File: config.mk
export PLATFORM = sky130hd
export DESIGN_NAME = rename_top
export DESIGN_NICKNAME = d
export VERILOG_FILES = /design/src/common/rename_pkg.sv /design/src/common/rename_if.sv /design/src/checkpoint/checkpoint_ram.sv /design/src/logic/map_table.sv /design/src/logic/free_list.sv /design/src/logic/rename_ctrl.sv /design/src/logic/rename_top.sv
export VERILOG_INCLUDE_DIRS = /design/src /design/src/common
export SDC_FILE = /design/constraint.sdc
export NUM_CORES = 1
export LEC_CHECK = 0
export BUFFER_PORTS_ARGS = -buffer_cell sky130_fd_sc_hd__buf_2
export CAP_MARGIN = 20
export CORE_AREA = 2 2 215 196
export CTS_CLUSTER_DIAMETER = 80
export DETAILED_ROUTE_END_ITERATION = 8
export DIE_AREA = 0 0 217 198
export PLACE_DENSITY = 0.6
export SYNTH_ARGS = -nofsm -noshare
export SYNTH_HDL_FRONTEND = slang
export SYNTH_SLANG_ARGS = --single-unit
File: constraint.sdc
create_clock -name clka -period 6.6 [get_ports clka]
set_input_delay 0.99 -clock clka [delete_from_list [all_inputs] [get_ports clka]]
set_output_delay 0.99 -clock clka [all_outputs]
set_load 0.01 [all_outputs]
File: src/common/rename_cfg.svh
`ifndef RENAME_CFG_SVH
`define RENAME_CFG_SVH

// Architectural registers seen by the instruction set
`define AREGS 8

// Physical registers behind the rename map
`define PREGS 32

// Outstanding branch checkpoints, a power of two so the ring pointers wrap
`define NCHECK 4

// Credits held by the front end, equal to the request buffer depth
`define RN_CREDITS 2

`endif

File: src/common/rename_pkg.sv
`include "rename_cfg.svh"

package rename_pkg;

   // ====================
   // Register numbers
   // ====================
   typedef logic [$clog2(`AREGS)-1:0] areg_t;   // Architectural register number
   typedef logic [$clog2(`PREGS)-1:0] preg_t;   // Physical register number

   // Index of a slot in the checkpoint ring
   typedef logic [$clog2(`NCHECK)-1:0] ckpt_t;

   // ====================
   // Rename state
   // ====================
   typedef logic [`PREGS-1:0] avail_t;          // Bit i set when physical register i is free
   typedef preg_t [`AREGS-1:0] map_t;           // Entry i holds the mapping of areg i

   // One snapshot as held in the checkpoint RAM
   typedef struct packed {
      map_t   map;     // Map table after the branch renamed
      avail_t avail;   // Free bitmap after the branch renamed
   } checkpoint_t;

endpackage

File: src/common/rename_if.sv
// Map table access: lookup of the head request, update and restore
interface map_if;
   import rename_pkg::*;

   areg_t src;           // Source areg of the request being renamed
   areg_t dst;           // Destination areg, also the update address
   preg_t src_preg;      // Current mapping of src
   preg_t old_preg;      // Current mapping of dst, freed later at commit
   logic  upd_en;        // Write upd_preg into the dst entry
   preg_t upd_preg;
   map_t  state;         // Whole map for the snapshot
   logic  restore_en;    // Load restore_map on a mispredict
   map_t  restore_map;

   modport ctrl (output src, dst, upd_en, upd_preg, restore_en, restore_map,
                 input  src_preg, old_preg, state);
   modport dp   (input  src, dst, upd_en, upd_preg, restore_en, restore_map,
                 output src_preg, old_preg, state);
endinterface

// Free list access: allocation and restore
interface alloc_if;
   import rename_pkg::*;

   logic   grant;          // Take the offered register this cycle
   preg_t  preg;           // Lowest free register on offer
   logic   empty;          // No register free, preg is not valid
   avail_t state;          // Whole bitmap for the snapshot
   logic   restore_en;
   avail_t restore_avail;  // Snapshot bitmap, merged with the live one

   modport ctrl (output grant, restore_en, restore_avail,
                 input  preg, empty, state);
   modport dp   (input  grant, restore_en, restore_avail,
                 output preg, empty, state);
endinterface

// Checkpoint RAM access, write side and restore read side
interface ckpt_if;
   import rename_pkg::*;

   logic        we;        // Write request, delayed one cycle in the RAM
   ckpt_t       widx;
   checkpoint_t wdata;
   ckpt_t       ridx;      // Slot read for a restore
   checkpoint_t rdata;     // Combinational read data

   modport ctrl (output we, widx, wdata, ridx, input rdata);
   modport mem  (input  we, widx, wdata, ridx, output rdata);
endinterface

File: src/checkpoint/checkpoint_ram.sv
`include "rename_cfg.svh"

module checkpoint_ram (
   input logic clka,
   input logic rst,
   ckpt_if.mem ckpt
);
   import rename_pkg::*;

   checkpoint_t mem [`NCHECK];   // Small enough for distributed RAM

   logic        we_q;            // Write port delayed by one clock
   ckpt_t       widx_q;
   checkpoint_t wdata_q;

   // The write lands one edge after it is requested, so a read of the
   // same slot in the request cycle still returns the old snapshot
   always_ff @(posedge clka) begin
      if (rst) begin
         we_q <= 1'b0;
      end else begin
         we_q <= ckpt.we;
      end
   end

   always_ff @(posedge clka) begin
      widx_q  <= ckpt.widx;
      wdata_q <= ckpt.wdata;
   end

   always_ff @(posedge clka) begin
      if (we_q) begin
         mem[widx_q] <= wdata_q;
      end
   end

   assign ckpt.rdata = mem[ckpt.ridx];   // Restore read, no clock in the path

endmodule

File: src/logic/map_table.sv
`include "rename_cfg.svh"

module map_table (
   input logic clka,
   input logic rst,
   map_if.dp   map
);
   import rename_pkg::*;

   map_t map_q;   // Live architectural to physical mapping

   // ====================
   // Lookup
   // ====================
   // Both reads see the map before this cycle's update, so an instruction
   // that reads and writes the same areg gets the older producer
   assign map.src_preg = map_q[map.src];
   assign map.old_preg = map_q[map.dst];
   assign map.state    = map_q;          // Snapshot source for the checkpoint RAM

   // ====================
   // Update and restore
   // ====================
   always_ff @(posedge clka) begin
      if (rst) begin
         for (int i = 0; i < `AREGS; i++) begin
            map_q[i] <= preg_t'(i);      // Identity mapping out of reset
         end
      end else if (map.restore_en) begin
         map_q <= map.restore_map;       // Whole map back to the branch point
      end else if (map.upd_en) begin
         map_q[map.dst] <= map.upd_preg;
      end
   end

endmodule

File: src/logic/free_list.sv
`include "rename_cfg.svh"

module free_list (
   input logic              clka,
   input logic              rst,
   alloc_if.dp              alloc,
   input logic              commit_valid,
   input rename_pkg::preg_t commit_preg
);
   import rename_pkg::*;

   avail_t avail_q;   // Bit set while the register is free
   avail_t avail_d;
   preg_t  lowest;    // Lowest set bit of avail_q

   // ====================
   // Allocator
   // ====================
   // Scan from the top down so the last hit is the lowest free register
   always_comb begin
      lowest = '0;
      for (int i = `PREGS - 1; i >= 0; i--) begin
         if (avail_q[i]) begin
            lowest = preg_t'(i);
         end
      end
   end

   assign alloc.preg  = lowest;
   assign alloc.empty = ~|avail_q;   // preg is meaningless when set
   assign alloc.state = avail_q;

   // ====================
   // Bitmap update
   // ====================
   always_comb begin
      avail_d = avail_q;
      if (alloc.grant) begin
         avail_d[lowest] = 1'b0;
      end
      // Registers taken after the checkpoint come back, registers freed
      // since the checkpoint stay free
      if (alloc.restore_en) begin
         avail_d = avail_d | alloc.restore_avail;
      end
      if (commit_valid) begin
         avail_d[commit_preg] = 1'b1;   // Applies in a restore cycle too
      end
   end

   always_ff @(posedge clka) begin
      if (rst) begin
         avail_q <= {{(`PREGS - `AREGS){1'b1}}, {`AREGS{1'b0}}};   // Low regs hold the identity map
      end else begin
         avail_q <= avail_d;
      end
   end

endmodule

File: src/logic/rename_ctrl.sv
`include "rename_cfg.svh"

module rename_ctrl (
   input  logic              clka,
   input  logic              rst,
   input  logic              req_valid,
   input  rename_pkg::areg_t req_src,
   input  rename_pkg::areg_t req_dst,
   input  logic              req_branch,
   input  logic              resolve_valid,
   input  logic              resolve_mispredict,
   output logic              crd_ret,
   output logic              out_valid,
   output rename_pkg::preg_t out_src_preg,
   output rename_pkg::preg_t out_dst_preg,
   output rename_pkg::preg_t out_old_preg,
   output rename_pkg::ckpt_t out_ckpt,
   map_if.ctrl               map,
   alloc_if.ctrl             alloc,
   ckpt_if.ctrl              ckpt
);
   import rename_pkg::*;

   localparam int QW  = (`RN_CREDITS > 1) ? $clog2(`RN_CREDITS) : 1;   // Buffer pointer
   localparam int CW  = $clog2(`RN_CREDITS + 1);                       // Buffer occupancy
   localparam int KW  = $clog2(`NCHECK + 1);                           // Ring occupancy

   typedef enum logic {run, flush} flush_state_t;

   areg_t           buf_src [`RN_CREDITS];
   areg_t           buf_dst [`RN_CREDITS];
   logic            buf_branch [`RN_CREDITS];
   logic [QW-1:0]   rd_ptr;
   logic [QW-1:0]   wr_ptr;
   logic [CW-1:0]   buf_cnt;
   logic [CW-1:0]   drop_cnt;        // Credits still owed after a flush
   flush_state_t    state;
   ckpt_t           ckpt_head;       // Oldest outstanding branch
   ckpt_t           ckpt_tail;       // Next free slot
   logic [KW-1:0]   ckpt_cnt;
   logic            ckpt_pend;       // Snapshot write due this cycle
   ckpt_t           ckpt_widx;
   logic            mispredict;
   logic            resolve_ok;
   logic            take;
   logic            take_branch;

   function automatic logic [QW-1:0] next_ptr(input logic [QW-1:0] p);
      return (p == QW'(`RN_CREDITS - 1)) ? '0 : p + 1'b1;
   endfunction

   // ====================
   // Rename decision
   // ====================
   assign mispredict  = resolve_valid & resolve_mispredict;
   assign resolve_ok  = resolve_valid & ~resolve_mispredict;
   // No rename in a restore cycle, the map and bitmap are being reloaded
   assign take        = (state == run) && (buf_cnt != '0) && !mispredict && !alloc.empty &&
                        (!buf_branch[rd_ptr] || (ckpt_cnt != KW'(`NCHECK)));
   assign take_branch = take & buf_branch[rd_ptr];
   assign crd_ret     = take | (state == flush);   // One credit per rename or dropped request

   assign map.src      = buf_src[rd_ptr];
   assign map.dst      = buf_dst[rd_ptr];
   assign map.upd_en   = take;
   assign map.upd_preg = alloc.preg;
   assign alloc.grant  = take;

   // Restore always comes from the oldest branch
   assign ckpt.ridx           = ckpt_head;
   assign map.restore_en      = mispredict;
   assign map.restore_map     = ckpt.rdata.map;
   assign alloc.restore_en    = mispredict;
   assign alloc.restore_avail = ckpt.rdata.avail;

   // Live state one cycle after the branch edge already includes its rename
   assign ckpt.we    = ckpt_pend;
   assign ckpt.widx  = ckpt_widx;
   assign ckpt.wdata = {map.state, alloc.state};

   // ====================
   // Request buffer
   // ====================
   always_ff @(posedge clka) begin
      if (req_valid) begin
         buf_src[wr_ptr]    <= req_src;
         buf_dst[wr_ptr]    <= req_dst;
         buf_branch[wr_ptr] <= req_branch;
      end
   end

   always_ff @(posedge clka) begin
      if (rst) begin
         rd_ptr   <= '0;
         wr_ptr   <= '0;
         buf_cnt  <= '0;
         drop_cnt <= '0;
         state    <= run;
      end else begin
         if (req_valid) wr_ptr <= next_ptr(wr_ptr);
         if (mispredict) begin
            rd_ptr  <= wr_ptr;                  // Drop everything buffered so far
            buf_cnt <= CW'(req_valid);          // A request in this cycle survives
         end else begin
            if (take) rd_ptr <= next_ptr(rd_ptr);
            buf_cnt <= buf_cnt + CW'(req_valid) - CW'(take);
         end
         case (state)
            run: begin
               if (mispredict && (buf_cnt != '0)) begin
                  drop_cnt <= buf_cnt;
                  state    <= flush;
               end
            end
            flush: begin
               drop_cnt <= drop_cnt - 1'b1;
               if (drop_cnt == CW'(1)) state <= run;
            end
            default: state <= run;
         endcase
      end
   end

   // ====================
   // Checkpoint ring
   // ====================
   always_ff @(posedge clka) begin
      if (rst) begin
         ckpt_head <= '0;
         ckpt_tail <= '0;
         ckpt_cnt  <= '0;
         ckpt_pend <= 1'b0;
         ckpt_widx <= '0;
      end else begin
         ckpt_pend <= take_branch;
         ckpt_widx <= ckpt_tail;
         if (mispredict) begin
            ckpt_head <= ckpt_tail;   // Restored slot and all younger ones go
            ckpt_cnt  <= '0;
         end else begin
            if (take_branch) ckpt_tail <= ckpt_tail + 1'b1;
            if (resolve_ok)  ckpt_head <= ckpt_head + 1'b1;
            ckpt_cnt <= ckpt_cnt + KW'(take_branch) - KW'(resolve_ok);
         end
      end
   end

   // ====================
   // Result register
   // ====================
   always_ff @(posedge clka) begin
      if (rst) begin
         out_valid <= 1'b0;
      end else begin
         out_valid <= take;
      end
   end

   always_ff @(posedge clka) begin
      if (take) begin
         out_src_preg <= map.src_preg;
         out_dst_preg <= alloc.preg;
         out_old_preg <= map.old_preg;                         // Freed when this one commits
         out_ckpt     <= buf_branch[rd_ptr] ? ckpt_tail : '0;  // Meaningful for branches only
      end
   end

endmodule

File: src/logic/rename_top.sv
module rename_top (
   input  logic              clka,
   input  logic              rst,
   input  logic              req_valid,
   input  rename_pkg::areg_t req_src,
   input  rename_pkg::areg_t req_dst,
   input  logic              req_branch,
   input  logic              commit_valid,
   input  rename_pkg::preg_t commit_preg,
   input  logic              resolve_valid,
   input  logic              resolve_mispredict,
   output logic              crd_ret,
   output logic              out_valid,
   output rename_pkg::preg_t out_src_preg,
   output rename_pkg::preg_t out_dst_preg,
   output rename_pkg::preg_t out_old_preg,
   output rename_pkg::ckpt_t out_ckpt
);

   map_if   map_bus ();     // Control to map table
   alloc_if alloc_bus ();   // Control to free list
   ckpt_if  ckpt_bus ();    // Control to checkpoint RAM

   rename_ctrl u_ctrl (
      .clka               (clka),
      .rst                (rst),
      .req_valid          (req_valid),
      .req_src            (req_src),
      .req_dst            (req_dst),
      .req_branch         (req_branch),
      .resolve_valid      (resolve_valid),
      .resolve_mispredict (resolve_mispredict),
      .crd_ret            (crd_ret),
      .out_valid          (out_valid),
      .out_src_preg       (out_src_preg),
      .out_dst_preg       (out_dst_preg),
      .out_old_preg       (out_old_preg),
      .out_ckpt           (out_ckpt),
      .map                (map_bus.ctrl),
      .alloc              (alloc_bus.ctrl),
      .ckpt               (ckpt_bus.ctrl)
   );

   map_table u_map (
      .clka (clka),
      .rst  (rst),
      .map  (map_bus.dp)
   );

   // Commits go straight to the free list, the control path never sees them
   free_list u_free (
      .clka         (clka),
      .rst          (rst),
      .alloc        (alloc_bus.dp),
      .commit_valid (commit_valid),
      .commit_preg  (commit_preg)
   );

   checkpoint_ram u_ckpt (
      .clka (clka),
      .rst  (rst),
      .ckpt (ckpt_bus.mem)
   );

endmodule

==> run summary <==
ant diodes -> 0
height of the die -> 198 um
CTS sink count -> 487
area grow syn2layout -> 13.0%
Critical Path AT -> 3110 ps
gr usage total -> 18.9%
Synth Area in Adders -> 0.456%
Synth area leaders -> edfxtp_1 53%, dfxtp_1 19%, mux4_2 10%, a221oi_1 1.5%, nand2_1 1.4%
hold_ws -> 330 ps
initial detailed-routing violation count -> 1,209
clk slew on worst S/H paths -> 60 ps
placed cell area -> 18,900 um2
Worst IR Drop VDD -> 146 uV
Max Root-Sink Buffers -> 3
final WL -> 40,400 um
GRT overflow -> 0
CP endpoint kind -> output pin
DR vias -> 10.1k
total CTS buffers -> 49
share of cells above drive strength 1 -> 19.8%
Synth Register Bits -> 487
net count reported at finish -> 1,177
Synth Area in Compound Gates -> 8.34%
Setup CP Type -> register to output pin
area share of the leading cell type in the synthesized netlist -> 52.9%
Antenna Violating Nets Remaining -> 0
largest net degree at the start of global routing -> 92
Max Cap Viol -> 0
final hold violation count -> 0
Hold Crit Class -> register to register
Via density -> 5.79
top achievable clock speed -> 0.244 GHz
Synth Area in XOR/XNOR -> 0.387%
Post-synth EDFFs -> 319
num rows -> 71
Main synth FF type -> edfxtp_1
Finished Layout Cells -> 1,740
Yosys warning count -> 0
initial antenna violation count -> 0
post-synthesis mux area share -> 11.1%
routed len/inst -> 23.2 um
Post-Syn Instances -> 1,103
relative slew slack -> 25.2%
status -> complete, no violations
post-CTS resize count -> 0
cell taking the most area after synthesis -> edfxtp_1
Final HPWL DP -> 24,100 um
Starting Density -> 44.1%
CP required -> 5610 ps
ys async rst share -> 0%
startpoint types -> register
Synth Area in Simple Gates -> 6.55%
Slew Limit Fails -> 0
period utilisation layout -> 62.2%
# IOs -> 37
pwr dens -> 338 nW/um2
first-pass detailed-route iteration total -> 5
Final Setup Violations -> 0
Cells after DPL -> 1,646
r2r setup slk -> 2960 ps
Final min period -> 4100 ps
clock skew -> 18.2 ps
Netlist cell types -> 67
die area -> 43,000 um2
Pleak -> 6.51 nW
Avg Cell Area, Syn -> 16.4 um2
sequential element share of the synthesized area -> 71.5%
Synth Net Count -> 1,127
TritonCTS clock tree -> done
Setup TNS -> 0 ps
Die X -> 217 um
Post-CTS Hold Buffers -> 0
CP max FO -> 30
Synth Cell Area -> 18,100 um2
largest family of logic cells by synthesized area -> multiplexers
first-pass GRT wire length -> 61,000 um
vias in the first global route -> 9,705
htree depth -> 2
design area -> 20,500 um2
Post-CTS Setup Inserts -> 0
clk root buf -> clkbuf_16
core area -> 41,000 um2
Routability Congestion -> 0.807
drc violations -> 0
Worst-Skew Late Latency -> 570 ps
port bufs -> 36
Worst-Margin Slew -> 1090 ps
RSZ-0062 raised after global routing -> no
## layer usage
| metal | up-vias | GRT usage, % | part of all wire (%) |
|---|---|---|---|
| met5 | - | 0 | 0 |
| met2 | 321 | 28.2 | 45 |
| li1 | 4529 | - | - |
| met4 | 0 | 5.38 | 2.2 |
| met3 | 66 | 2.72 | 5.7 |
| met1 | 5160 | 28.9 | 47 |
## Yosys cell counts (4+ instances only)
cell type,instances
edfxtp_1,319
dfxtp_1,168
mux4_2,82
nand2_1,66
nor2_1,54
a21oi_1,45
clkbuf_1,33
nand3_1,33
a221oi_1,32
a22oi_1,28
o31ai_1,16
inv_1,14
a221o_1,11
nor3_1,11
nor2b_1,10
nor4_1,10
o21ai_0,10
nor3b_1,9
a32oi_1,7
buf_1,7
buf_2,7
mux2i_1,7
a21o_1,6
a222oi_1,6
a31oi_1,6
and2_1,6
mux2_2,6
ha_1,5
nand2b_1,5
nand4_1,5
or3_1,5
or4_1,5
xnor2_1,5
a21oi_2,4
and3_1,4
buf_4,4
o211ai_1,4
## worst max-delay path, stage by stage (launching register included)
cell and delay [ps]:
dfxtp_1 700, mux2_4 420, a2111o_1 580, a21oi_4 310, buf_12 250, or2_2 170, buf_2 130
## cell usage in the layout, fill, tap and decap left out, types with 14 or more instances in the layout
| master | instances |
|---|---|
| o31ai_1 | 16 |
| a22oi_1 | 28 |
| a221oi_1 | 32 |
| edfxtp_1 | 319 |
| clkbuf_1 | 18 |
| a21oi_1 | 45 |
| nor2_1 | 53 |
| nand2_1 | 66 |
| nand3_1 | 33 |
| dfxtp_1 | 166 |
| buf_2 | 35 |
| clkbuf_16 | 49 |
| buf_4 | 15 |
| inv_1 | 14 |
| mux4_2 | 82 |
## where the power goes
part / internal, mW / total, mW / switching, mW
sequential: 3.40 / 3.54 / 0.137
clock: 1.55 / 2.67 / 1.12
combinational: 0.281 / 0.706 / 0.425
## final cells by class
| type | count | area [um2] |
|---|---|---|
| multi-input cells | 547 | 4900 |
| inverters | 15 | 56.3 |
| clock buffers | 72 | 1360 |
| flip-flops and latches | 487 | 12900 |
| well taps | 547 | 684 |
| clock inverters | 19 | 174 |
| repair buffers | 53 | 330 |
| fillers | 3390 | 20600 |
## per-stage QoR
step | util [%] | power [mW] | worst slack [ps]
after floorplan | - | 4.04 | 434
after global placement | 46.0 | 4.28 | 2150
after detailed placement | 46.0 | 4.29 | 2060
after CTS | 49.7 | 6.94 | 1960
after global routing | 49.8 | 7.16 | 2360
final | 49.8 | 6.91 | 2500
## logic make-up (layout without fill, tap and decap cells)
kind of cell             after synthesis  after routing
XOR/XNOR                               8              8
AND/OR/NAND/NOR                      237            237
flip-flops                           487            487
adder cells (fa/ha/maj)                6              6
multiplexers                          97             97
AO/OA/AOI/OAI                        199            199
buffers and inverters                 69            159
## flip-flops by register name, summed over array words and instances, names as in the netlist, 2 cells and up, named ones only
register and count:
u_ckpt.mem 288, u_ckpt.wdata_q 72, u_ckpt.widx_q 2, u_ctrl.buf_branch 2, u_ctrl.buf_cnt 2, u_ctrl.buf_dst 6
u_ctrl.buf_src 6, u_ctrl.ckpt.ridx 2, u_ctrl.ckpt.widx 2, u_ctrl.ckpt_cnt 3, u_ctrl.ckpt_tail 2, u_ctrl.drop_cnt 2
u_ctrl.out_ckpt 2, u_ctrl.out_dst_preg 5, u_ctrl.out_old_preg 5, u_ctrl.out_src_preg 5, u_free.alloc.state 32, u_map.map.state 40
## path summary, 6_finish.rpt
| check | startpoint | to | cells after the start |
|---|---|---|---|
| worst max-delay path | register | crd_ret | 6 |
| worst min-delay path | u_ctrl.ckpt.widx[1]$_SDFF_PP0_ | u_ckpt.widx_q[1]$_DFF_P_ | 0 |
| worst max register to register | register | u_ctrl.ckpt_cnt[2]$_SDFF_PP0_ | 11 |
| worst min register to register | u_ctrl.ckpt.widx[1]$_SDFF_PP0_ | u_ckpt.widx_q[1]$_DFF_P_ | 0 |
Power figures use the tool's default switching activity.
